## src/design/core_pkg.sv

```systemverilog
package core_pkg;

  // major opcode, bits 30..25
  typedef enum logic [5:0] {
    type_basic = 6'b100000,
    addi       = 6'b101000,
    ori        = 6'b101100,
    xori       = 6'b101011,
    movi       = 6'b100010,
    lwi        = 6'b000010,
    swi        = 6'b001010,
    type_ls    = 6'b011100
  } opcode_e;

  // sub-opcode of type_basic
  typedef enum logic [4:0] {
    add    = 5'b00000,
    sub    = 5'b00001,
    and_op = 5'b00010,
    xor_op = 5'b00011,
    or_op  = 5'b00100,
    slli   = 5'b01000,
    srli   = 5'b01001,
    rotri  = 5'b01011
  } basic_op_e;

  // sub-opcode of type_ls
  typedef enum logic [7:0] {
    lw = 8'b00000010,
    sw = 8'b00001010
  } ls_op_e;

  typedef enum logic [2:0] {
    idle,
    fetch,
    execute,
    memory,
    retire
  } seq_state_e;

  // instruction field positions
  localparam int opcode_msb = 30;
  localparam int opcode_lsb = 25;
  localparam int rt_msb     = 24;
  localparam int rt_lsb     = 20;
  localparam int ra_msb     = 19;
  localparam int ra_lsb     = 15;
  localparam int rb_msb     = 14;
  localparam int rb_lsb     = 10;
  localparam int sv_msb     = 9;
  localparam int sv_lsb     = 8;
  localparam int sub8_msb   = 7;
  localparam int sub5_msb   = 4;
  localparam int imm_msb    = 14;

  localparam int mem_words      = 1024;
  localparam int mem_addr_width = 10;

endpackage
```

## src/design/load_store_unit.sv

```systemverilog
`timescale 1ns/1ps

module load_store_unit (
  input  logic                               clock,
  input  logic                               reset,
  input  logic                               mem_start,
  input  logic                               mem_is_store,
  input  logic [core_pkg::mem_addr_width-1:0] mem_address,
  input  logic [31:0]                        mem_store_data,
  input  logic                               data_ack,
  input  logic [31:0]                        data_read_data,
  output logic                               data_request,
  output logic                               data_write,
  output logic [core_pkg::mem_addr_width-1:0] data_address,
  output logic [31:0]                        data_write_data,
  output logic                               mem_done,
  output logic [31:0]                        mem_load_data
);

  // request held as a level until the arbiter acks
  always_ff @(posedge clock) begin
    if (reset) begin
      data_request <= 1'b0;
      mem_done     <= 1'b0;
    end else begin
      mem_done <= data_ack;
      if (mem_start) begin
        data_request <= 1'b1;
      end else if (data_ack) begin
        data_request <= 1'b0;
      end
    end
  end

  always_ff @(posedge clock) begin
    if (mem_start) begin
      data_write      <= mem_is_store;
      data_address    <= mem_address;
      data_write_data <= mem_store_data;
    end
    if (data_ack) begin
      mem_load_data <= data_read_data;
    end
  end

endmodule

```

## config.mk

```make
export PLATFORM = sky130hd
export DESIGN_NAME = load_store_unit
export DESIGN_NICKNAME = d
export VERILOG_FILES = /design/src/design/core_pkg.sv /design/src/design/load_store_unit.sv
export SDC_FILE = /design/constraint.sdc
export NUM_CORES = 1
export LEC_CHECK = 0
export ABC_CLOCK_PERIOD_IN_PS = 1200
export CAP_MARGIN = 20
export CELL_PAD_IN_SITES_DETAIL_PLACEMENT = 1
export CELL_PAD_IN_SITES_GLOBAL_PLACEMENT = 2
export CORE_MARGIN = 2
export CORE_UTILIZATION = 40
export CTS_BUF_LIST = sky130_fd_sc_hd__clkbuf_2 sky130_fd_sc_hd__clkbuf_4 sky130_fd_sc_hd__clkbuf_8
export CTS_CLUSTER_DIAMETER = 150
export CTS_CLUSTER_SIZE = 30
export DETAILED_ROUTE_END_ITERATION = 7
export DONT_BUFFER_PORTS = 1
export PLACE_DENSITY = 0.73
export SYNTH_ARGS = -nofsm -noshare
export SYNTH_HDL_FRONTEND = slang
export SYNTH_SLANG_ARGS = --single-unit
```

## constraint.sdc

```tcl
create_clock -name clock -period 1.2 [get_ports clock]
set_input_delay 0.12 -clock clock [delete_from_list [all_inputs] [get_ports clock]]
set_output_delay 0.12 -clock clock [all_outputs]
set_load 0.01 [all_outputs]
```

==> flow_summary_export.csv, run 1 <==
group,metric,value,unit
run_status,status,"finished, violations left",
run_status,violations,"negative hold slack",
setup_path,cp_slowest_stage_delay,580,ps
clocking,cts_resized,0,
floorplanning,die_x,80.1,um
route,via_count,1125,
route,drtAntennaViolNets,0,
floorplanning,die_h,80.1,um
setup_path,r2r_start,"data_request",
finish,drive_above_1_share,0.0914,
route,drt-pass1-iter-count,4,
finish,syn2layout_area_growth,45.8,%
hold_path,hold_depth,0,
timing,fin_worst_skew,0,ps
route,routedWlPerCell,21.6,um
timing,rsz0062_at_grt,"no",
clocking,cts_buffers,9,
hold_path,min_path_type,"in -> reg",
hold_path,hp-start,"mem_start",
global_route,grt_pass1_vias,1356,
setup_path,crit_fanout,2,
global_route,grt_max_degree,45,
clocking,cts_tree,"yes",
synth,synth_cell_types,6,
global_route,overflow,0,
route,routed_wl,5340,um
finish,finalNetCount,249,
synth,ys_ff_latch,77,
global_route,antenna_found_initial,0,
hold_path,min_to,"data_write_data[20]",
route,avgViaCountPerCell,4.55,
setup_path,r2r_slack,500,ps
global_route,met2_usage,0.329,
synth,ys_seq_area_frac,0.989,
global_route,grt_pass1_wl,7540,um
setup_path,start_kind,"input port",
timing,hold_violations,75,
route,first_iter_violations,44,
clocking,cts_root_buf,"clkbuf_8",
timing,slew_viol_final,0,
timing,period_share,0.904,
timing,max_slew_margin,0.873,
timing,worst_pin_slew,191,ps
synth,yosys_warnings,0,
setup_path,required,1420,ps
job,cap_violations,0,
placed_design,gp_congestion,0.680,
synth,netlist_area,2320,um2
clocking,post_cts_buffers,0,
pwr,ir_drop,826,uV
placed_design,port_buffers,0,
clocking,clk_path_buf_depth,2,
timing,fmax,922,MHz
floorplanning,coreArea,5540,um2
finish,n_antenna_cell,0,
setup_path,critical_path_class,"in -> reg",
synth,postSynthAreaPerCell,28.6,um2
setup_path,cp_cell_sequence,"dlygate4sd3_1 > nor2b_1 > dlygate4sd3_1",
finish,multi_input_area,21.3,um2
timing,whs,-109,ps
route,drc,0,
floorplanning,die_area,6420,um2
clocking,clkSlewWorstSetupHoldPaths,80,ps
setup_path,r2r_cells,2,
placed_design,place_area,2410,um2
setup_path,path_buf_inv,2,
timing,setup_viol,0,
setup_path,end_kind,"flop",
setup_path,crit_slowest_cell,"dlygate4sd3_1",
setup_path,path_delay_family,"buffers and inverters",
clocking,cts_sinks,77,
finish,num-fill-cells,468,
floorplanning,ios,156,
timing,fin_tns_setup,0,ps
clocking,cts_max_level,3,
floorplanning,rows,27,
pwr,power_per_cell_area,1620,nW/um2
synth,synthesis.nets,160,
pwr,leakagePower,1.19,nW
global_route,track_usage,0.176,
global_route,gr-max-usage-layer,"met2",
floorplanning,start_util,0.418,
clocking,clk_latency,330,ps
finish,regArea,2290,um2
setup_path,worstPathArrival,1300,ps
global_route,grt_util_met1,0.144,
setup_path,cpMostUsedCell,"dlygate4sd3_1",
synth,syn_inst,81,
finish,final_area,3380,um2
timing,fin_crit,1080,ps
clocking,ctsHoldBuffers,78,
setup_path,reg2reg_to,"data_request",
global_route,met3_usage,0.0764,
[layout make-up]
| class | instances | share of cell area |
|---|---|---|
| Sequential cell | 77 | 0.679 |
| Timing Repair Buffer | 78 | 0.231 |
| Clock buffer | 11 | 0.0411 |
| Tap cell | 72 | 0.0267 |
| Clock inverter | 5 | 0.0152 |
| Multi-Input combinational cell | 3 | 0.00630 |
| Inverter | 1 | 0.00111 |
[cell usage after synthesis, drive strengths merged]
cell	instances	area, um2
edfxtp	75	2250
inv	1	3.75
dfxtp	2	40.0
nand2b	1	6.26
a21oi	1	8.76
nor2b	1	6.26
[report_power, final]
part | switching (mW) | internal (mW) | leakage [nW] | total (mW)
Combinational | 0.0450 | 0.172 | 0.338 | 0.217
Sequential | 0.202 | 3.20 | 0.751 | 3.40
Clock | 0.852 | 0.993 | 0.0976 | 1.84
Total | 1.10 | 4.36 | 1.19 | 5.46
[routing by layer]
metal | vias to the layer above | share of wire
met5 | - | 0
met4 | 0 | 0.033
met3 | 13 | 0.072
met2 | 69 | 0.61
met1 | 543 | 0.28
li1 | 500 | -
[logic make-up (layout without fill, tap and decap cells)]
logic type / after synthesis / after routing / share of synthesized area
flops: 77 / 77 / 0.989
simple gates: 2 / 2 / 0.00540
compound gates: 1 / 1 / 0.00378
buf+inv: 1 / 95 / 0.00162
[cells in the final DEF, fill, tap and decap left out, drive strengths merged]
cell type,netlist,layout
dfxtp,2,2
dlygate4sd3,0,78
clkinvlp,0,1
edfxtp,75,75
a21oi,1,1
bufinv,0,1
nor2b,1,1
inv,1,1
nand2b,1,1
clkbuf,0,11
clkinv,0,3
[through the flow]
stage / hold WS [ps] / instances / util / setup WS [ps] / power (mW)
2_1_floorplan: 182 / 81 / - / 590 / 3.42
3_3_place_gp: 184 / 153 / 0.435 / 561 / 3.46
3_5_place_dp: 187 / 153 / 0.435 / 538 / 3.47
4_1_cts: -128 / 247 / 0.610 / 165 / 5.51
5_1_grt: -137 / 247 / 0.610 / 116 / 5.66
6_report: -109 / 247 / 0.610 / 115 / 5.46
[sequential cells by signal, indices dropped and copies added (netlist names)]
register and cells:
mem_load_data 32, data_address 10, data_request 1, data_write_data 32, mem_done 1, data_write 1
[worst reg2reg max path: cells and delay by family, from the launching register on]
kind	cells	cell delay, ps
compound gates	1	140
simple gates	1	100
flops	1	390
[how the worst max path moves through the flow]
stage / start / end / depth (start not counted)
final: reset / mem_done / 3
after global routing: reset / mem_done / 3
after detailed placement: data_request / data_request / 2
after floorplan: data_request / data_request / 2
after global placement: data_request / data_request / 2
after CTS: reset / mem_done / 3
No activity file was read; power rests on OpenSTA's default activity.
==> inputs of run 2 (changes only) <==
CORE_ASPECT_RATIO = 1.75   (was default)
SETUP_SLACK_MARGIN = 0.5   (was default)
==> run 2 against run 1 <==
Effect of this change: the flow still finishes with violations (negative hold slack); critical path depth is 3 lower; sequential power hardly changed; first-iteration DRC count is 4.5% lower; clock skew stayed put; total power is 10% higher; die area is 0.38% higher; core utilization is 0.63 points higher; fmax is 20% higher; via count is 3.2% higher; non-clock buffer count is 1 lower; clock-buffer cell count is 1 lower; sequential cell count stayed put; critical endpoint is now mem_load_data[5]; largest power group unchanged.
==> flow_summary_export.csv, run 2 (same netlist as run 1, synthesis figures left out) <==
group,metric,value,unit
route,via_count,1161,
pwr,leakagePower,1.21,nW
timing,hold_violations,76,
timing,fin_crit,905,ps
run_status,violations,"negative hold slack",
route,drc,0,
clocking,cts_tree,"yes",
timing,period_share,0.754,
setup_path,critical_path_class,"reg -> out",
clocking,clkSlewWorstSetupHoldPaths,80,ps
global_route,antenna_found_initial,0,
setup_path,worstPathArrival,790,ps
route,drt-pass1-iter-count,4,
global_route,grt_max_degree,45,
global_route,grt_pass1_vias,1387,
route,routed_wl,5190,um
clocking,clk_path_buf_depth,2,
setup_path,crit_fanout,1,
finish,n_antenna_cell,0,
route,drtAntennaViolNets,0,
floorplanning,start_util,0.415,
floorplanning,rows,36,
timing,slew_viol_final,0,
timing,fmax,1100,MHz
finish,final_cell_mix,"dlygate4sd3_1, edfxtp_1, clkbuf_8",
timing,worst_pin_slew,170,ps
global_route,grt_pass1_wl,7580,um
floorplanning,coreArea,5590,um2
pwr,ir_drop,1190,uV
global_route,overflow,0,
floorplanning,ios,156,
finish,drive_above_1_share,0.0983,
setup_path,end_kind,"output pin",
finish,top_regs,"data_write_data x32, mem_load_data x32, data_address x10",
placed_design,gp_congestion,0.702,
floorplanning,die_x,61.5,um
clocking,clk_latency,320,ps
clocking,cts_buffers,9,
pwr,p_total,6.02,mW
clocking,cts_root_buf,"clkbuf_8",
timing,whs,-101,ps
timing,fin_worst_skew,0,ps
setup_path,r2r_slack,550,ps
timing,fin_tns_setup,0,ps
finish,layout_commonest_cell,"dlygate4sd3_1",
finish,multi_input_area,21.3,um2
finish,finalNetCount,248,
run_status,status,"finished, violations left",
clocking,cts_max_level,3,
finish,regArea,2290,um2
clocking,cts_sinks,77,
finish,post-route-util,0.616,
floorplanning,die_area,6440,um2
hold_path,min_path_type,"in -> reg",
placed_design,port_buffers,0,
timing,max_slew_margin,0.887,
job,cap_violations,0,
route,routedWlPerCell,20.9,um
pwr,power_per_cell_area,1750,nW/um2
route,avgViaCountPerCell,4.66,
setup_path,start_kind,"flop",
finish,syn2layout_area_growth,48.5,%
timing,setup_viol,0,
floorplanning,die_h,105,um
global_route,track_usage,0.175,
setup_path,required,1080,ps
clocking,post_cts_buffers,0,
clocking,ctsHoldBuffers,77,
route,first_iter_violations,42,
timing,rsz0062_at_grt,"yes",
finish,num-fill-cells,487,
## run 2: metrics by stage
stage | worst slack [ps] | std cells | hold slack, ps | area, um2
floorplan | 590 | 81 | 182 | 2320
global placement | 567 | 157 | 184 | 2410
detailed placement | 543 | 157 | 187 | 2410
CTS | 277 | 249 | -120 | 3440
global route | 248 | 249 | -136 | 3440
finish | 295 | 249 | -101 | 3440
## run 2: final cells by class
cell class	count	share of cell area
sequential	77	0.667
tap	76	0.0276
timing repair buffer	77	0.224
clock inverter	5	0.0360
multi-input combinational	3	0.00618
clock buffer	10	0.0382
inverter	1	0.00109
## run 2: final timing paths
| kind | to | start | cells after the start |
|---|---|---|---|
| worst min-delay path | data_write_data[2] | mem_start | 0 |
| worst max-delay path | mem_load_data[5] | mem_load_data[5] | 0 |
| worst max register to register | data_request | data_request | 2 |
| worst min register to register | data_request | data_request | 2 |
## run 2: layer usage
metal | wire length (um) | vias to the layer above | track usage | part of all wire
met2 | 2840 | 101 | 0.285 | 0.55
met1 | 1590 | 552 | 0.167 | 0.31
met4 | 132 | 0 | 0.0836 | 0.025
met5 | 0 | - | 0 | 0
met3 | 631 | 11 | 0.104 | 0.12
li1 | - | 497 | - | -
## run 2: timing repair
action | in CTS | in global routing
setup endpoints to repair | 77 | 77
pin swaps | 0 | 0
resized for setup | 2 | 0
hold endpoints to repair | 152 | 77
## run 2: power breakdown
group / switching (mW) / total (mW) / internal (mW)
Sequential: 0.197 / 3.40 / 3.20
Clock: 0.813 / 2.41 / 1.60
Combinational: 0.0476 / 0.217 / 0.170
