===== config.mk =====
export PLATFORM = sky130hd
export DESIGN_NAME = instruction_decoder
export DESIGN_NICKNAME = d
export VERILOG_FILES = /design/src/design/core_pkg.sv /design/src/design/instruction_decoder.sv
export SDC_FILE = /design/constraint.sdc
export NUM_CORES = 1
export LEC_CHECK = 0
export BUFFER_PORTS_ARGS = -buffer_cell sky130_fd_sc_hd__buf_4
export CAP_MARGIN = 20
export CORE_UTILIZATION = 29
export DETAILED_ROUTE_END_ITERATION = 7
export PLACE_DENSITY = 0.85
export SYNTH_ARGS = -nofsm -noshare
export SYNTH_HDL_FRONTEND = slang
export SYNTH_SLANG_ARGS = --single-unit

===== constraint.sdc =====
create_clock -name vclk -period 1
set_input_delay 0 -clock vclk [all_inputs]
set_output_delay 0 -clock vclk [all_outputs]
set_load 0.03 [all_outputs]

===== src/design/core_pkg.sv =====
package core_pkg;

  // major opcode, bits 30..25
  typedef enum logic [5:0] {
    type_basic = 6'b100000,
    addi       = 6'b101000,
    ori        = 6'b101100,
    xori       = 6'b101011,
    movi       = 6'b100010,
    lwi        = 6'b000010,
    swi        = 6'b001010,
    type_ls    = 6'b011100
  } opcode_e;

  // sub-opcode of type_basic
  typedef enum logic [4:0] {
    add    = 5'b00000,
    sub    = 5'b00001,
    and_op = 5'b00010,
    xor_op = 5'b00011,
    or_op  = 5'b00100,
    slli   = 5'b01000,
    srli   = 5'b01001,
    rotri  = 5'b01011
  } basic_op_e;

  // sub-opcode of type_ls
  typedef enum logic [7:0] {
    lw = 8'b00000010,
    sw = 8'b00001010
  } ls_op_e;

  typedef enum logic [2:0] {
    idle,
    fetch,
    execute,
    memory,
    retire
  } seq_state_e;

  // instruction field positions
  localparam int opcode_msb = 30;
  localparam int opcode_lsb = 25;
  localparam int rt_msb     = 24;
  localparam int rt_lsb     = 20;
  localparam int ra_msb     = 19;
  localparam int ra_lsb     = 15;
  localparam int rb_msb     = 14;
  localparam int rb_lsb     = 10;
  localparam int sv_msb     = 9;
  localparam int sv_lsb     = 8;
  localparam int sub8_msb   = 7;
  localparam int sub5_msb   = 4;
  localparam int imm_msb    = 14;

  localparam int mem_words      = 1024;
  localparam int mem_addr_width = 10;

endpackage

===== src/design/instruction_decoder.sv =====
`timescale 1ns/1ps

module instruction_decoder (
  input  logic [31:0]         instruction,
  output core_pkg::opcode_e   opcode,
  output core_pkg::basic_op_e sub5,
  output core_pkg::ls_op_e    sub8,
  output logic [1:0]          sv,
  output logic [4:0]          index_a,
  output logic [4:0]          index_b,
  output logic [4:0]          dest_index,
  output logic                use_immediate,
  output logic [31:0]         immediate,
  output logic                is_load,
  output logic                is_store,
  output logic                writes_register
);

  logic [4:0]  rt_field;
  logic [4:0]  rb_field;
  logic [14:0] imm15;
  logic        basic_defined;

  assign opcode   = core_pkg::opcode_e'(instruction[core_pkg::opcode_msb:core_pkg::opcode_lsb]);
  assign sub5     = core_pkg::basic_op_e'(instruction[core_pkg::sub5_msb:0]);
  assign sub8     = core_pkg::ls_op_e'(instruction[core_pkg::sub8_msb:0]);
  assign sv       = instruction[core_pkg::sv_msb:core_pkg::sv_lsb];
  assign rt_field = instruction[core_pkg::rt_msb:core_pkg::rt_lsb];
  assign rb_field = instruction[core_pkg::rb_msb:core_pkg::rb_lsb];
  assign imm15    = instruction[core_pkg::imm_msb:0];
  assign index_a  = instruction[core_pkg::ra_msb:core_pkg::ra_lsb];

  assign dest_index = rt_field;

  assign basic_defined = (sub5 inside {core_pkg::add, core_pkg::sub, core_pkg::and_op,
                                       core_pkg::or_op, core_pkg::xor_op, core_pkg::slli,
                                       core_pkg::srli, core_pkg::rotri});

  always_comb begin
    index_b         = rb_field;
    use_immediate   = 1'b0;
    immediate       = {{(31 - core_pkg::imm_msb){imm15[14]}}, imm15};
    is_load         = 1'b0;
    is_store        = 1'b0;
    writes_register = 1'b0;
    case (opcode)
      core_pkg::type_basic: writes_register = basic_defined;
      core_pkg::addi,
      core_pkg::movi: begin
        use_immediate   = 1'b1;
        writes_register = 1'b1;
      end
      // logic immediates are zero extended
      core_pkg::ori,
      core_pkg::xori: begin
        use_immediate   = 1'b1;
        immediate       = {17'd0, imm15};
        writes_register = 1'b1;
      end
      core_pkg::lwi: begin
        use_immediate   = 1'b1;
        is_load         = 1'b1;
        writes_register = 1'b1;
      end
      core_pkg::swi: begin
        use_immediate = 1'b1;
        is_store      = 1'b1;
        index_b       = rt_field;
      end
      core_pkg::type_ls: begin
        if (sub8 == core_pkg::lw) begin
          is_load         = 1'b1;
          writes_register = 1'b1;
        end else if (sub8 == core_pkg::sw) begin
          // port b reads the stored register, rt
          is_store = 1'b1;
          index_b  = rt_field;
        end
      end
      default: writes_register = 1'b0;
    endcase
  end

endmodule


==> results of run 1 <==
==> layer usage <==
metal | track usage [%] | share of wire (%) | up-vias
met5 | 0 | 0 | -
met4 | 1.35 | 0.90 | 0
met3 | 0.292 | 11 | 2
met2 | 29.5 | 53 | 66
met1 | 15.0 | 35 | 356
li1 | - | - | 379
==> metrics by stage <==
| step | cells | TNS (ns) | hold WS [ns] |
|---|---|---|---|
| 2_1_floorplan | 101 | -1.07 | 0.132 |
| 3_3_place_gp | 169 | -3.16 | 0.000205 |
| 3_5_place_dp | 169 | -4.67 | 0.000205 |
| 4_1_cts | 174 | -3.15 | 0.000205 |
| 5_1_grt | 176 | -3.45 | 0.0000481 |
| 6_report | 176 | -3.04 | 0.0000107 |
==> where the power goes <==
group | internal, W | switching, W
clock | 0 | 0
sequential | 0 | 0
combinational | 0.000360 | 0.000461
==> area by class of cell <==
| type | instances | area (um^2) | share of cell area (%) |
|---|---|---|---|
| repair buffers | 107 | 912 | 66.9 |
| well taps | 28 | 35.0 | 2.57 |
| multi-input cells | 40 | 412 | 30.2 |
| inverters | 1 | 3.75 | 0.275 |
==> cells in the final DEF (no fill, tap or decap), drive strengths merged <==
| master | netlist | final |
|---|---|---|
| a21boi | 1 | 1 |
| nand3b | 1 | 1 |
| buf | 62 | 107 |
| nor4b | 3 | 3 |
| and4 | 1 | 1 |
| o31a | 1 | 3 |
| nor2b | 2 | 2 |
| or2 | 1 | 1 |
| mux2 | 5 | 5 |
| o21ai | 2 | 2 |
| nor2 | 3 | 3 |
| nand4 | 1 | 1 |
| or4 | 1 | 1 |
| nand2 | 7 | 7 |
| nand3 | 2 | 2 |
| nor3 | 3 | 3 |
| nand2b | 1 | 1 |
| o21bai | 1 | 1 |
| inv | 1 | 1 |
| a21oi | 2 | 2 |
==> what timing repair did <==
item	in CTS	in global routing
buffers inserted	3	2
gates cloned	2	0
gates resized for setup	33	20
setup endpoints to repair	26	26
pin swaps	8	5
==> final timing paths <==
| check | endpoint | slack [ns] |
|---|---|---|
| worst max-delay path | index_b[0] | -0.42 |
| worst min-delay path | index_a[2] | 0.00001 |
==> cell usage after synthesis, types with 2 or more instances <==
master	instances
nand3_1	2
nand2_1	7
nor3_1	2
nor2_1	3
nor2b_1	2
mux2_2	5
o21ai_0	2
nor4b_1	3
a21oi_1	2
buf_4	62
==> cell families (layout without fill, tap and decap cells) <==
group,after synthesis,count (layout)
multiplexers,5,5
AND/OR/NAND/NOR,26,26
buffers and inverters,63,108
AO/OA/AOI/OAI,7,9
==> summary.md, run 1 <==
| Metric | Value |
|---|---|
| Adder-cell area share of the yosys netlist | `0%` |
| Worst slack, placed | `-0.524 ns` |
| Drt total wl | `2230 um` |
| RSZ-0062 raised after global routing | `true` |
| CP Buf/Inv Count | `2` |
| Slowest stage delay, CP | `0.55 ns` |
| RePlAce Congestion | `0.781` |
| Gr usage total | `13.8%` |
| Initial antenna violation count | `0` |
| Largest net degree at the start of global routing | `9` |
| Crit-path leading delay family | `simple AND/OR/NAND/NOR gates` |
| Crit Path Category | `in2out` |
| Syn Inst Count | `101` |
| Antenna Violating Nets Remaining | `0` |
| Crit path max-delay cell type | `or4_4` |
| Power per cell area | `603 nW/um^2` |
| Post-synthesis sequential area ratio | `0%` |
| Global-route wire length before repair | `2930 um` |
| Hold Fails Final Rpt | `0` |
| Drt pass-1 iters | `2` |
| Area Overhead vs Synth | `87.8%` |
| Synth Warn # | `0` |
| Setup ws final | `-0.419 ns` |
| Syn nets | `133` |
| Crit path cell chain | `buf_6 -> or4_4 -> nor3_4 -> a21boi_4 -> mux2_4 -> buf_6` |
| Outcome | `finished, violations left` |
| Sequential cell count | `0` |
| Max-slew headroom | `79.8%` |
| CP Launch Type | `input pin` |
| Layout cells sized above 1 | `88.5%` |
| Syn Area/Cell | `7.19 um^2` |
| I/O Buffers | `87` |
| Die ar. | `2710 um^2` |
| Failing checks | `negative setup slack` |
| Hold buffers post-CTS | `0` |
| Total gr overflow | `0` |
| Multiplexer share of the synthesized area | `7.76%` |
| Minimum clock period | `1.42 ns` |
| Synth top area share | `64.1%` |
| Synth Area in XOR/XNOR | `0%` |
| Compound-Gate Fraction of Synth Area | `6.55%` |
| Final period util | `142%` |
| IO Count | `104` |
| Layout clock buffers | `0` |
| Critical path capture point type | `output pin` |
| Worst Hold Path Cells | `0` |
| Fmax | `0.705 GHz` |
| Final Instance Area | `1360 um^2` |
| Hpwl dp | `1700 um` |
| Top cells by area, synth | `buf_4 64%, mux2_2 7.8%, nand2_1 3.6%, nor4b_1 3.6%, nor2b_1 1.7%` |
| Worst Path Required | `1.00 ns` |
| Hold path start | `instruction[17]` |
| Wirelength per Cell | `12.7 um` |
| DIE WIDTH | `52.0 um` |
| Max cap viols | `0` |
| Post-Syn Area | `726 um^2` |
| Setup violators final | `8` |
| VDD IR max | `0.412 mV` |
| Largest family of logic cells by synthesized area | `buffers and inverters` |
| Crit path DAT | `1.42 ns` |
| # diodes | `0` |
| Worst-path fanout max | `6` |
| Vias per cell | `4.56` |
| Rows | `17` |
| Core Util, Final | `59.9%` |
| Vias in the first global route | `701` |
| Initial core utilization | `31.9%` |
| Count of final max-slew check failures | `0` |
| Dpl cell area | `1080 um^2` |
| Area leader, netlist | `buf_4` |
| Stages on the worst setup path | `6` |
| Slew of the pin with the lowest slew margin | `0.298 ns` |
| Filler cells | `194` |
| CORE AREA | `2280 um^2` |
| Leak | `0.715 nW` |
| Post-Synth Simple-Gate Area | `21.0%` |
| Sequential Area | `0 um^2` |
| Setup crit start | `instruction[30]` |
| Vias | `803` |
| Worst Hold Class | `in2out` |
| Fin nets | `182` |
| DR DRC count | `0` |
| Most frequent CP cell | `buf_6` |
| Die Ht | `52.0 um` |
| Pwr Total | `0.000821 W` |
| DRT iter0 DRCs | `2` |
| Distinct cells, synth | `21` |
No activity file was read; power rests on OpenSTA's default activity.
==> inputs of run 2 (changes only) <==
- TNS_END_PERCENT: unset -> 5
==> run 2 against run 1 <==
  * Core utilization shrank 11 points
  * Critical path type unchanged
  * Flip-flop and latch count is the same
  * Largest cell class unchanged
  * The run still ends with negative setup slack left
  * Final cell count shrank 4.0%
  * Clock-buffer cell count is the same
  * Combinational power shrank 12%
  * Final area shrank 18%
  * Critical path depth is the same
  * Sequential share of layout area is the same
  * Highest routed layer unchanged
==> summary.md, run 2 (synthesis gave the netlist of run 1 again) <==
| Metric | Value |
|---|---|
| RSZ-0062 raised after global routing | `true (unchanged)` |
| Total gr overflow | `0 (unchanged)` |
| Wirelength per Cell | `12.1 um (was 12.7 um)` |
| Sequential cell count | `0 (unchanged)` |
| DRT iter0 DRCs | `10 (was 2)` |
| Setup ws final | `-0.405 ns (was -0.419 ns)` |
| Clock power share | `0% (about the same)` |
| CP Launch Type | `input pin (unchanged)` |
| Initial antenna violation count | `0 (unchanged)` |
| Vias | `756 (was 803)` |
| I/O Buffers | `87 (unchanged)` |
| Failing checks | `negative setup slack (unchanged)` |
| Count of final max-slew check failures | `0 (unchanged)` |
| Worst Path Required | `1.00 ns (about the same)` |
| Drt total wl | `2040 um (was 2230 um)` |
| Crit path DAT | `1.40 ns (was 1.42 ns)` |
| Max-slew headroom | `73.5% (was 79.8%)` |
| Dpl cell area | `1060 um^2 (was 1080 um^2)` |
| Hold Fails Final Rpt | `0 (unchanged)` |
| Gr usage total | `13.5% (was 13.8%)` |
| Vias per cell | `4.47 (was 4.56)` |
| Drt pass-1 iters | `4 (was 2)` |
| DIE WIDTH | `52.0 um (unchanged)` |
| Outcome | `finished, violations left (unchanged)` |
| VDD IR max | `0.352 mV (was 0.412 mV)` |
| Commonest non-fill, non-tap cells in the layout | `94 x buf_4, 8 x buf_6, 7 x nand2_1 (was 79 x buf_4, 27 x buf_6, 4 x mux2_2)` |
| Max cap viols | `0 (unchanged)` |
| Slew of the pin with the lowest slew margin | `0.393 ns (was 0.298 ns)` |
| Hold path endpoint | `sv[1] (was index_a[2])` |
| # diodes | `0 (unchanged)` |
| Leak | `0.630 nW (was 0.715 nW)` |
| Hold buffers post-CTS | `0 (unchanged)` |
| Fmax | `0.712 GHz (was 0.705 GHz)` |
| Worst Hold Path Cells | `0 (unchanged)` |
| Commonest non-fill, non-tap cell in the layout | `buf_4 (unchanged)` |
| Worst slack, placed | `-0.492 ns (was -0.524 ns)` |
| Filler cells | `201 (was 194)` |
| Worst-path fanout max | `6 (unchanged)` |
| Crit Path Category | `in2out (unchanged)` |
| Internal Pwr Total | `0.000302 W (was 0.000360 W)` |
| Minimum clock period | `1.40 ns (was 1.42 ns)` |
| Power per cell area | `645 nW/um^2 (was 603 nW/um^2)` |
| Sequential Area | `0 um^2 (unchanged)` |
| RePlAce Congestion | `0.784 (was 0.781)` |
| Initial core utilization | `31.9% (unchanged)` |
| Setup violators final | `9 (was 8)` |
| Hold path start | `instruction[9] (was instruction[17])` |
| Multi-input logic area | `285 um^2 (was 412 um^2)` |
| Final period util | `140% (was 142%)` |
| Die Ht | `52.0 um (unchanged)` |
| DR DRC count | `0 (unchanged)` |
| Die ar. | `2710 um^2 (unchanged)` |
| Combinational Power Share | `100.0% (about the same)` |
| Sw power | `0.000421 W (was 0.000461 W)` |
| Layout cells sized above 1 | `80.1% (was 88.5%)` |
| Final Instance Area | `1120 um^2 (was 1360 um^2)` |
| IO Count | `104 (unchanged)` |
| Seq pwr share | `0% (about the same)` |
| Rows | `17 (unchanged)` |
| Area Overhead vs Synth | `54.3% (was 87.8%)` |
| Worst Hold Class | `in2out (unchanged)` |
| Global-route wire length before repair | `2760 um (was 2930 um)` |
| Fin nets | `175 (was 182)` |
| Largest net degree at the start of global routing | `18 (was 9)` |
| Critical path capture point type | `output pin (unchanged)` |
| Layout clock buffers | `0 (unchanged)` |
| Hpwl dp | `1770 um (was 1700 um)` |
| Vias in the first global route | `635 (was 701)` |
| Sw frac | `58.3% (was 56.1%)` |
| Antenna Violating Nets Remaining | `0 (unchanged)` |
| CORE AREA | `2280 um^2 (unchanged)` |
==> run 2: how the worst max path moves through the flow <==
| stage | start | to | slack (ns) | cells past startpoint |
|---|---|---|---|---|
| detailed placement | instruction[30] | index_b[2] | -0.49 | 6 |
| floorplan | instruction[30] | index_b[0] | -0.18 | 4 |
| global route | instruction[30] | index_b[2] | -0.44 | 6 |
| CTS | instruction[30] | index_b[2] | -0.44 | 6 |
| finish | instruction[30] | index_b[2] | -0.40 | 6 |
| global placement | instruction[30] | index_b[4] | -0.44 | 6 |
==> run 2: what timing repair did <==
| item | in CTS | in global routing |
|---|---|---|
| resized for setup | 12 | 1 |
| setup buffers | 0 | 0 |
| pin swaps | 2 | 1 |
| endpoints found under the setup margin | 26 | 26 |
==> run 2: routing by layer <==
layer / track usage (%) / vias to the layer above / routed length [um]
met2: 32.1 / 53 / 1210
met1: 10.3 / 346 / 562
met4: 3.60 / 0 / 43
li1: - / 353 / -
met3: 1.46 / 4 / 223
met5: 0 / - / 0
==> run 2: power groups by stage <==
stage	Clock, W	Combinational (W)	Sequential (W)
after floorplan	0	0.000569	0
after global placement	0	0.000693	0
after detailed placement	0	0.000702	0
after CTS	0	0.000720	0
after global routing	0	0.000754	0
final	0	0.000722	0
==> run 2: stage by stage <==
| stage | utilization (%) | total power [W] | std cells | hold WS (ns) | setup TNS [ns] |
|---|---|---|---|---|---|
| 4_1_cts | 48.9 | 0.000720 | 169 | 0.000205 | -3.73 |
| 5_1_grt | 49.2 | 0.000754 | 169 | 0.0000859 | -4.06 |
| 3_5_place_dp | 46.6 | 0.000702 | 169 | 0.000205 | -6.96 |
| 3_3_place_gp | 46.6 | 0.000693 | 169 | 0.000205 | -5.86 |
| 2_1_floorplan | - | 0.000569 | 101 | 0.132 | -1.93 |
| 6_report | 49.2 | 0.000722 | 169 | 0.0000170 | -2.81 |
==> run 2: cell type report <==
cell class / instances / area share (%)
multi-input combinational: 38 / 25.5
timing repair buffer: 102 / 71.1
tap: 28 / 3.13
inverter: 1 / 0.335
==> run 2: critical path: stages <==
cell      delay, ns
buf_6          0.09
or4_4          0.56
nor3_4         0.21
a21boi_4       0.11
mux2_2         0.29
buf_6          0.14
