===== config.mk =====
export PLATFORM = sky130hd
export DESIGN_NAME = memory_arbiter
export DESIGN_NICKNAME = d
export VERILOG_FILES = /design/src/design/core_pkg.sv /design/src/design/memory_arbiter.sv
export SDC_FILE = /design/constraint.sdc
export NUM_CORES = 1
export LEC_CHECK = 0
export BUFFER_PORTS_ARGS = -buffer_cell sky130_fd_sc_hd__clkbuf_2
export CORE_AREA = 2 2 96 98
export DETAILED_ROUTE_END_ITERATION = 12
export DIE_AREA = 0 0 98 100
export PLACE_DENSITY = 0.52
export SLEW_MARGIN = 20
export SYNTH_ARGS = -nofsm -noshare
export SYNTH_HDL_FRONTEND = slang
export SYNTH_SLANG_ARGS = --single-unit
export TNS_END_PERCENT = 20

===== constraint.sdc =====
create_clock -name clock -period 2.5 [get_ports clock]
set_clock_uncertainty 0.05 [all_clocks]
set_input_delay 0.5 -clock clock [delete_from_list [all_inputs] [get_ports clock]]
set_output_delay 0.5 -clock clock [all_outputs]
set_load 0.01 [all_outputs]

===== src/design/core_pkg.sv =====
package core_pkg;

  // major opcode, bits 30..25
  typedef enum logic [5:0] {
    type_basic = 6'b100000,
    addi       = 6'b101000,
    ori        = 6'b101100,
    xori       = 6'b101011,
    movi       = 6'b100010,
    lwi        = 6'b000010,
    swi        = 6'b001010,
    type_ls    = 6'b011100
  } opcode_e;

  // sub-opcode of type_basic
  typedef enum logic [4:0] {
    add    = 5'b00000,
    sub    = 5'b00001,
    and_op = 5'b00010,
    xor_op = 5'b00011,
    or_op  = 5'b00100,
    slli   = 5'b01000,
    srli   = 5'b01001,
    rotri  = 5'b01011
  } basic_op_e;

  // sub-opcode of type_ls
  typedef enum logic [7:0] {
    lw = 8'b00000010,
    sw = 8'b00001010
  } ls_op_e;

  typedef enum logic [2:0] {
    idle,
    fetch,
    execute,
    memory,
    retire
  } seq_state_e;

  // instruction field positions
  localparam int opcode_msb = 30;
  localparam int opcode_lsb = 25;
  localparam int rt_msb     = 24;
  localparam int rt_lsb     = 20;
  localparam int ra_msb     = 19;
  localparam int ra_lsb     = 15;
  localparam int rb_msb     = 14;
  localparam int rb_lsb     = 10;
  localparam int sv_msb     = 9;
  localparam int sv_lsb     = 8;
  localparam int sub8_msb   = 7;
  localparam int sub5_msb   = 4;
  localparam int imm_msb    = 14;

  localparam int mem_words      = 1024;
  localparam int mem_addr_width = 10;

endpackage

===== src/design/memory_arbiter.sv =====
`timescale 1ns/1ps

module memory_arbiter (
  input  logic                               clock,
  input  logic                               reset,
  input  logic                               load_request,
  input  logic                               load_write,
  input  logic [core_pkg::mem_addr_width-1:0] load_address,
  input  logic [31:0]                        load_write_data,
  output logic                               load_ack,
  input  logic                               data_request,
  input  logic                               data_write,
  input  logic [core_pkg::mem_addr_width-1:0] data_address,
  input  logic [31:0]                        data_write_data,
  output logic                               data_ack,
  output logic [31:0]                        data_read_data,
  input  logic                               fetch_request,
  input  logic [core_pkg::mem_addr_width-1:0] fetch_address,
  output logic                               fetch_ack,
  output logic [31:0]                        fetch_read_data,
  output logic                               mem_enable,
  output logic                               mem_write,
  output logic [core_pkg::mem_addr_width-1:0] mem_address,
  output logic [31:0]                        mem_write_data,
  input  logic [31:0]                        mem_read_data,
  output logic                               store_strobe
);

  logic busy;
  logic grant_load;
  logic grant_data;
  logic grant_fetch;

  // an ack in flight means an access is outstanding
  assign busy        = load_ack | data_ack | fetch_ack;
  assign grant_load  = !busy && load_request;
  assign grant_data  = !busy && !load_request && data_request;
  assign grant_fetch = !busy && !load_request && !data_request && fetch_request;

  assign mem_enable     = grant_load | grant_data | grant_fetch;
  assign mem_write      = (grant_load && load_write) || (grant_data && data_write);
  assign mem_address    = grant_load ? load_address :
                          grant_data ? data_address : fetch_address;
  assign mem_write_data = grant_load ? load_write_data : data_write_data;
  assign store_strobe   = grant_data && data_write;

  always_ff @(posedge clock) begin
    if (reset) begin
      load_ack  <= 1'b0;
      data_ack  <= 1'b0;
      fetch_ack <= 1'b0;
    end else begin
      load_ack  <= grant_load;
      data_ack  <= grant_data;
      fetch_ack <= grant_fetch;
    end
  end

  assign data_read_data  = data_ack ? mem_read_data : '0;
  assign fetch_read_data = fetch_ack ? mem_read_data : '0;

endmodule


==> key figures, run 1 <==
Clocking
  – Clk sinks: 3
  – CTS tree: done
  – Clk_lat worst skew: 220 ps
  – PostCTS Resize Cnt: 0
  – Clk pin slew, worst setup/hold paths: 30 ps
  – CTS root buffer: clkbuf_8
  – Setup bufs post-CTS: 0
  – Hold_buf cts: 0
  – CTS Buffer Depth: 2
  – Number of buffers created by CTS: 3
  – H-tree levels: 1

Die
  – Die footprint: 9800 um2
  – Initial Util: 0.1338
  – Rows: 35
  – Placeable Area: 8890 um2
  – Die W: 98 um
  – # IOs: 245
  – Die H: 100 um

STA
  – RSZ-0062 raised after global routing: false
  – Max Clock Freq: 423.5 MHz
  – Slew margin rel.: 0.6730
  – Hold Violations, Final: 0
  – Tmin final: 2361 ps
  – Setup violators final: 0
  – Final setup TNS: 0 ps
  – Final worst-path cycle share: 0.9444
  – Least-Margin Pin Slew: 490.5 ps
  – Count of pins over their slew limit: 0

Global routing
  – Largest net degree at the start of global routing: 38
  – Global-route wire length before repair: 8625 um
  – Number of global-route vias before repair: 1841
  – Total congestion overflow: 0
  – GRT Total Usage: 0.1057
  – Initial antenna violation count: 0

Critical path
  – Crit path DAT: 1810 ps
  – Critical Path, Cell by Cell: or3_1 > o32a_1 > o221a_2 > clkbuf_2
  – Critical Path RT: 1950 ps
  – Critical path endpoint category: primary output
  – Worst-path maximum fanout: 14
  – CP max stage cell: or3_1
  – Reg2reg setup slack: 970 ps
  – Crit Path Class: flip-flop to primary output
  – Worst path max stage delay: 600 ps
  – Critical Path Source Type: flip-flop

Power
  – Logic pwr share: 0.696
  – Leak: 1.520 nW
  – Sequential share of power: 0.082
  – Maximum vdd drop: 0.0001256 V
  – Switching power: 234.8 uW
  – Switching Share: 0.3697
  – Power, Total: 635.3 uW
  – Internal power: 400.4 uW
  – Clk pwr share: 0.222
  – PD cells: 246.9 nW/um2

Cells and area
  – Layout cells sized above 1: 0.7603
  – Most frequent cells in the layout: clkbuf_2 (244), and2_1 (65), mux2_2 (32)
  – N_diodes: 0
  – Core Util, Final: 0.2894
  – Final #Nets: 522
  – Area Overhead vs Synth: 116.2%
  – Fill cells: 970
  – Leading cell type in the layout, fill and taps excluded: clkbuf_2

Synthesis
  – #FFs+latches synth: 3
  – Post-synthesis cell area: 1190 um2
  – Mapped Nets: 284
  – Syn avg cell area: 7.880 um2
  – Area contributors post-synth: and2_1 (34%), mux2_2 (30%), o221a_2 (9.5%)
  – Synth cell types: 17
  – Synth top area share: 0.3417
  – Syn Inst Count: 151
  – Area leader, netlist: and2_1
  – Sequential area share after synthesis: 0.05047
  – Yosys warns: 0

Drt
  – DRT antenna net count: 0
  – DR vias: 2094
  – WL final: 5965 um
  – Residual DRC count: 0
  – Routed WL per cell: 11.95 um
  – Vias/cell: 4.196
  – First-pass iteration count of the detailed router: 4
  – Starting DRT DRC Count: 22

Place
  – I/O Buffers: 244
  – Final HPWL DP: 5401 um
  – RD Place Congestion: 0.7079

Flow run
  – MaxCap Viol Count: 0

Run status
  – Status: completed

Worst hold path
  – Min-delay worst type: primary input to flip-flop
==> worst max-delay path, delay by kind of cell, from the launching register on <==
family / cells / cell delay (ps)
compound gates: 2 / 530
flops: 1 / 330
simple gates: 1 / 600
buf+inv: 1 / 120
==> routing by layer <==
metal | GRT usage | part of all wire | vias up
met4 | 0.01923 | 0.0045 | 0
met2 | 0.2039 | 0.51 | 150
met5 | 0 | 0 | -
met3 | 0.01602 | 0.11 | 4
met1 | 0.1242 | 0.37 | 920
li1 | - | - | 1020
==> registers in the layout, indices dropped and copies added (netlist names) <==
signal,flops
data_ack,1
fetch_ack,1
load_ack,1
==> final cells by class <==
type | instances | area [um2] | area share
multi-input combinational | 132 | 1057 | 0.4110
clock buffer | 4 | 45.04 | 0.01751
tap | 111 | 138.9 | 0.05399
timing repair buffer | 249 | 1271 | 0.4942
sequential | 3 | 60.06 | 0.02335
==> per-stage QoR <==
stage	setup slack, ps	std cells	hold slack, ps	cell area, um2
2_1_floorplan	471.7	151	522.4	1190
3_3_place_gp	385.8	495	665.8	2527
3_5_place_dp	357.4	495	675.2	2527
4_1_cts	123.9	499	450.8	2572
5_1_grt	65.97	499	452.4	2572
6_report	138.9	499	454.7	2572
==> cells in the mapped netlist, drive strengths merged <==
cell type	instances
nand2	3
buf	5
or3	1
o32a	10
nor4	1
and2	65
nand2b	2
o221a	10
nor4b	1
dfxtp	3
clkbuf	11
nor2	3
o21ai	1
or2	1
nor3	2
mux2	32
==> kinds of logic after synthesis <==
kind of cell | Yosys count | synth area share
buffers and inverters | 16 | 0.06099
DFF | 3 | 0.05048
and+or+nand+nor | 79 | 0.4027
muxes | 32 | 0.3028
AOI/OAI and AO/OA | 21 | 0.1830
==> power by group through the flow <==
stage          Clock, mW  Combinational [mW]  Sequential [mW]
2_1_floorplan          0               0.222           0.0541
3_3_place_gp           0               0.443           0.0526
3_5_place_dp           0               0.448           0.0527
4_1_cts            0.144               0.449           0.0520
5_1_grt            0.151               0.479           0.0522
6_report           0.141               0.442           0.0520
==> worst paths after layout <==
check             depth (start not counted)        endpoint      start
hold / removal                            2        load_ack      reset
setup reg to reg                          2        data_ack  fetch_ack
setup / recovery                          4  mem_address[0]  fetch_ack
hold reg to reg                           4        load_ack   load_ack
Note: power is estimated with default switching activity, not from simulation.
==> inputs of run 2 (changes only) <==
==> constraint.sdc (replaced) <==
create_clock -name clock -period 2.5 [get_ports clock]
set_clock_uncertainty 0.05 [all_clocks]
set_input_delay 0.25 -clock clock [delete_from_list [all_inputs] [get_ports clock]]
set_output_delay 0.25 -clock clock [all_outputs]
set_load 0.01 [all_outputs]
==> run 2 against run 1 <==
  * Core utilization decreased by 0.23 points
  * Register-to-register slack better by 150 ps
  * First-iteration DRC count shrank 9.1%
  * Non-clock buffer count down 1
==> key figures, run 2 (synthesis gave the netlist of run 1 again) <==
Run status
  – Status: completed

Critical path
  – Critical path endpoint category: primary output
  – Critical Path Source Type: flip-flop
  – Critical Path RT: 2200 ps
  – Worst path max stage delay: 600 ps
  – CP top delay family: simple AND/OR/NAND/NOR gates
  – Crit path DAT: 1790 ps
  – CP bufs+invs: 1
  – Worst r2r src: fetch_ack
  – CP max stage cell: or3_1
  – Crit path launch: fetch_ack
  – Worst-path maximum fanout: 14
  – Crit Path Class: flip-flop to primary output
  – Critical Path, Cell by Cell: or3_1 > o32a_1 > o221a_2 > clkbuf_2

Global routing
  – GRT Total Usage: 0.1086
  – Global-route wire length before repair: 8990 um
  – Initial antenna violation count: 0
  – Total congestion overflow: 0
  – Largest net degree at the start of global routing: 44
  – Number of global-route vias before repair: 1971

Place
  – I/O Buffers: 244
  – RD Place Congestion: 0.7583
  – Final HPWL DP: 5319 um
  – Dpl ws: 617.6 ps

STA
  – Final worst-path cycle share: 0.8351
  – Count of pins over their slew limit: 0
  – Setup WS post-layout: 412.3 ps
  – Setup violators final: 0
  – Slew margin rel.: 0.6566
  – Hold Violations, Final: 0
  – Tmin final: 2088 ps
  – Least-Margin Pin Slew: 515.1 ps
  – Final setup TNS: 0 ps
  – Max Clock Freq: 479.0 MHz
  – RSZ-0062 raised after global routing: false

Drt
  – Residual DRC count: 0
  – Routed WL per cell: 11.90 um
  – DR vias: 2092
  – Starting DRT DRC Count: 20
  – First-pass iteration count of the detailed router: 4
  – DRT antenna net count: 0
  – Vias/cell: 4.201
  – WL final: 5924 um

Die
  – Rows: 35
  – Placeable Area: 8890 um2
  – Initial Util: 0.1338
  – Die H: 100 um
  – # IOs: 245
  – Die W: 98 um
  – Die footprint: 9800 um2

Clocking
  – CTS root buffer: clkbuf_8
  – Clk sinks: 3
  – Hold_buf cts: 0
  – CTS tree: done
  – Clk pin slew, worst setup/hold paths: 30 ps
  – H-tree levels: 1
  – Setup bufs post-CTS: 0
  – CTS Buffer Depth: 2
  – Clk_lat worst skew: 220 ps
  – Number of buffers created by CTS: 3
  – PostCTS Resize Cnt: 0

Cells and area
  – Leading cell type in the layout, fill and taps excluded: clkbuf_2
  – Fill cells: 981
  – Largest regs: data_ack (1), fetch_ack (1), load_ack (1)
  – Most frequent cells in the layout: clkbuf_2 (244), and2_1 (65), mux2_2 (32)
  – Final #Nets: 521
  – Layout cells sized above 1: 0.7597
  – N_diodes: 0
  – Area Overhead vs Synth: 114.5%

Worst hold path
  – Min-delay src: reset
  – Min-delay worst type: primary input to flip-flop

Power
  – Leak: 1.511 nW
  – Maximum vdd drop: 0.0001240 V
  – PD cells: 245.6 nW/um2

Flow run
  – MaxCap Viol Count: 0
## run 2: worst paths after layout
check	to	slack [ps]	cells past startpoint
max	mem_address[3]	410	4
min reg2reg	fetch_ack	870	2
max reg2reg	data_ack	1120	2
min	load_ack	190	2
## run 2: metrics by stage
stage	hold slack [ps]	instance area, um2	cells	power (mW)	utilization
global placement	407.1	2507	494	0.4878	0.2821
floorplan	272.4	1190	151	0.2760	-
CTS	184.6	2552	498	0.6357	0.2871
detailed placement	408.6	2507	494	0.4930	0.2821
finish	186.8	2552	498	0.6268	0.2871
global route	195.2	2552	498	0.6760	0.2871
## run 2: where the power goes
| part | switching, mW | leakage, nW | internal (mW) |
|---|---|---|---|
| Combinational | 0.199 | 1.46 | 0.236 |
| Sequential | 0.00131 | 0.0246 | 0.0504 |
| Clock | 0.0312 | 0.0228 | 0.109 |
## run 2: cell type report
cell class / count / area (um2) / share of cell area
Multi-Input combinational cell: 132 / 1057 / 0.4142
Sequential cell: 3 / 60.06 / 0.02353
Tap cell: 111 / 138.9 / 0.05441
Clock buffer: 4 / 45.04 / 0.01765
Timing Repair Buffer: 248 / 1251 / 0.4902
## run 2: layer usage
metal  GRT usage  vias up  wire length (um)
met5           0        -                 0
li1            -     1015                 -
met3     0.02298        6               695
met1      0.1213      916              2183
met2      0.2102      155              2989
met4     0.02457        0                55
==> inputs of run 3 (changes only) <==
==> constraint.sdc (replaced) <==
create_clock -name clock -period 2.17 [get_ports clock]
set_clock_uncertainty 0.05 [all_clocks]
set_input_delay 0.217 -clock clock [delete_from_list [all_inputs] [get_ports clock]]
set_output_delay 0.217 -clock clock [all_outputs]
set_load 0.01 [all_outputs]
==> run 3 against run 2 <==
  * Hold slack got worse by 30 ps
  * Sequential share of layout area about the same
  * Power is 16% higher
  * Critical path depth is the same
  * Core utilization up 0.17 points
  * Setup slack got worse by 310 ps
  * Sequential power is 16% higher
  * Global-route usage is 0.52 points lower
  * Register-to-register slack lost 330 ps
  * Clock power rose by 13%
  * Die area unchanged
  * Routed wire length shrank 0.68%
  * Critical endpoint is now mem_address[2]
  * Largest power group unchanged
==> key figures, run 3 (synthesis gave the netlist of run 1 again) <==
Global routing
  – Largest net degree at the start of global routing: 38
  – Total congestion overflow: 0
  – Number of global-route vias before repair: 1849
  – GRT Total Usage: 0.1035
  – Global-route wire length before repair: 8569 um
  – Initial antenna violation count: 0

Place
  – I/O Buffers: 244
  – Placed Cells: 494
  – Final HPWL DP: 5367 um
  – Dpl ws: 326.6 ps
  – Placed Area: 2520 um2
  – RD Place Congestion: 0.6881

Critical path
  – FF-to-FF path depth: 2
  – CP top delay family: simple AND/OR/NAND/NOR gates
  – Critical Path, Cell by Cell: or3_1 > o32a_1 > o221a_2 > clkbuf_2
  – Setup crit end: mem_address[2]
  – Critical path endpoint category: primary output
  – Crit path DAT: 1800 ps
  – Crit Path Class: flip-flop to primary output
  – Critical Path Source Type: flip-flop
  – CP max stage cell: or3_1
  – Worst-path maximum fanout: 14
  – Crit Reg-Reg Endpoint: data_ack
  – Crit path launch: fetch_ack
  – Critical Path RT: 1900 ps
  – Worst path max stage delay: 600 ps
  – Reg2reg setup slack: 790 ps
  – CP bufs+invs: 1
  – CP Depth: 4
  – Worst r2r src: fetch_ack

Power
  – Power, Total: 726.1 uW
  – Maximum vdd drop: 0.0001190 V
  – Leak: 1.516 nW
  – PD cells: 282.8 nW/um2

Clocking
  – Number of buffers created by CTS: 3
  – Clk sinks: 3
  – CTS tree: done
  – Clk pin slew, worst setup/hold paths: 30 ps
  – PostCTS Resize Cnt: 0
  – CTS Buffer Depth: 2
  – Setup bufs post-CTS: 0
  – Clk_lat worst skew: 210 ps
  – H-tree levels: 1
  – CTS root buffer: clkbuf_8
  – Hold_buf cts: 0

STA
  – Hold_ws: 156.4 ps
  – Tmin final: 2069 ps
  – Final setup TNS: 0 ps
  – Slew margin rel.: 0.6742
  – Setup violators final: 0
  – Count of pins over their slew limit: 0
  – Final worst-path cycle share: 0.9532
  – Least-Margin Pin Slew: 488.8 ps
  – Hold Violations, Final: 0
  – RSZ-0062 raised after global routing: false
  – Setup WS post-layout: 101.5 ps
  – Max Clock Freq: 483.4 MHz

Cells and area
  – Final Cell Area: 2567 um2
  – Final #Nets: 521
  – Core Util, Final: 0.2888
  – Area Overhead vs Synth: 115.8%
  – Most frequent cells in the layout: clkbuf_2 (244), and2_1 (65), mux2_2 (32)
  – Layout cells sized above 1: 0.7623
  – N_diodes: 0
  – Leading cell type in the layout, fill and taps excluded: clkbuf_2
  – Fill cells: 974
  – Largest regs: data_ack (1), fetch_ack (1), load_ack (1)
  – Post-route insts no fill: 498

Die
  – Placeable Area: 8890 um2
  – Die H: 100 um
  – Die footprint: 9800 um2
  – Rows: 35
  – Die W: 98 um
  – # IOs: 245
  – Initial Util: 0.1338

Drt
  – First-pass iteration count of the detailed router: 2
  – DRT antenna net count: 0
  – Routed WL per cell: 11.82 um
  – Vias/cell: 4.102
  – Residual DRC count: 0
  – WL final: 5884 um
  – Starting DRT DRC Count: 19
  – DR vias: 2043

Run status
  – Status: completed

Flow run
  – MaxCap Viol Count: 0

Worst hold path
  – Min-delay worst type: primary input to flip-flop
run 3: worst min path at each step:
stage | startpoint | cells after the start | to
2_1_floorplan | reset | 1 | load_ack
3_3_place_gp | reset | 2 | load_ack
3_5_place_dp | reset | 2 | fetch_ack
4_1_cts | reset | 2 | fetch_ack
5_1_grt | reset | 2 | load_ack
6_report | reset | 2 | fetch_ack
run 3: worst register-to-register path, cell delays in order (launching register included):
cell and delay [ps]:
dfxtp_1 330, or3_1 600, nor4b_1 300
run 3: metal layers:
layer | GRT usage | up-vias | part of all wire
met4 | 0.01282 | 0 | 0
met3 | 0.01393 | 0 | 0.11
met2 | 0.2065 | 144 | 0.52
met5 | 0 | - | 0
li1 | - | 1016 | -
met1 | 0.1194 | 883 | 0.37
run 3: area by class of cell:
class	instances	area, um2	area share
Timing Repair Buffer	248	1264	0.4922
Tap cell	111	138.9	0.05409
Clock buffer	4	45.04	0.01754
Multi-Input combinational cell	132	1060	0.4128
Sequential cell	3	60.06	0.02339
run 3: power breakdown:
group	switching [mW]	internal [mW]
combinational	0.231	0.276
clock	0.0334	0.125
sequential	0.00185	0.0581
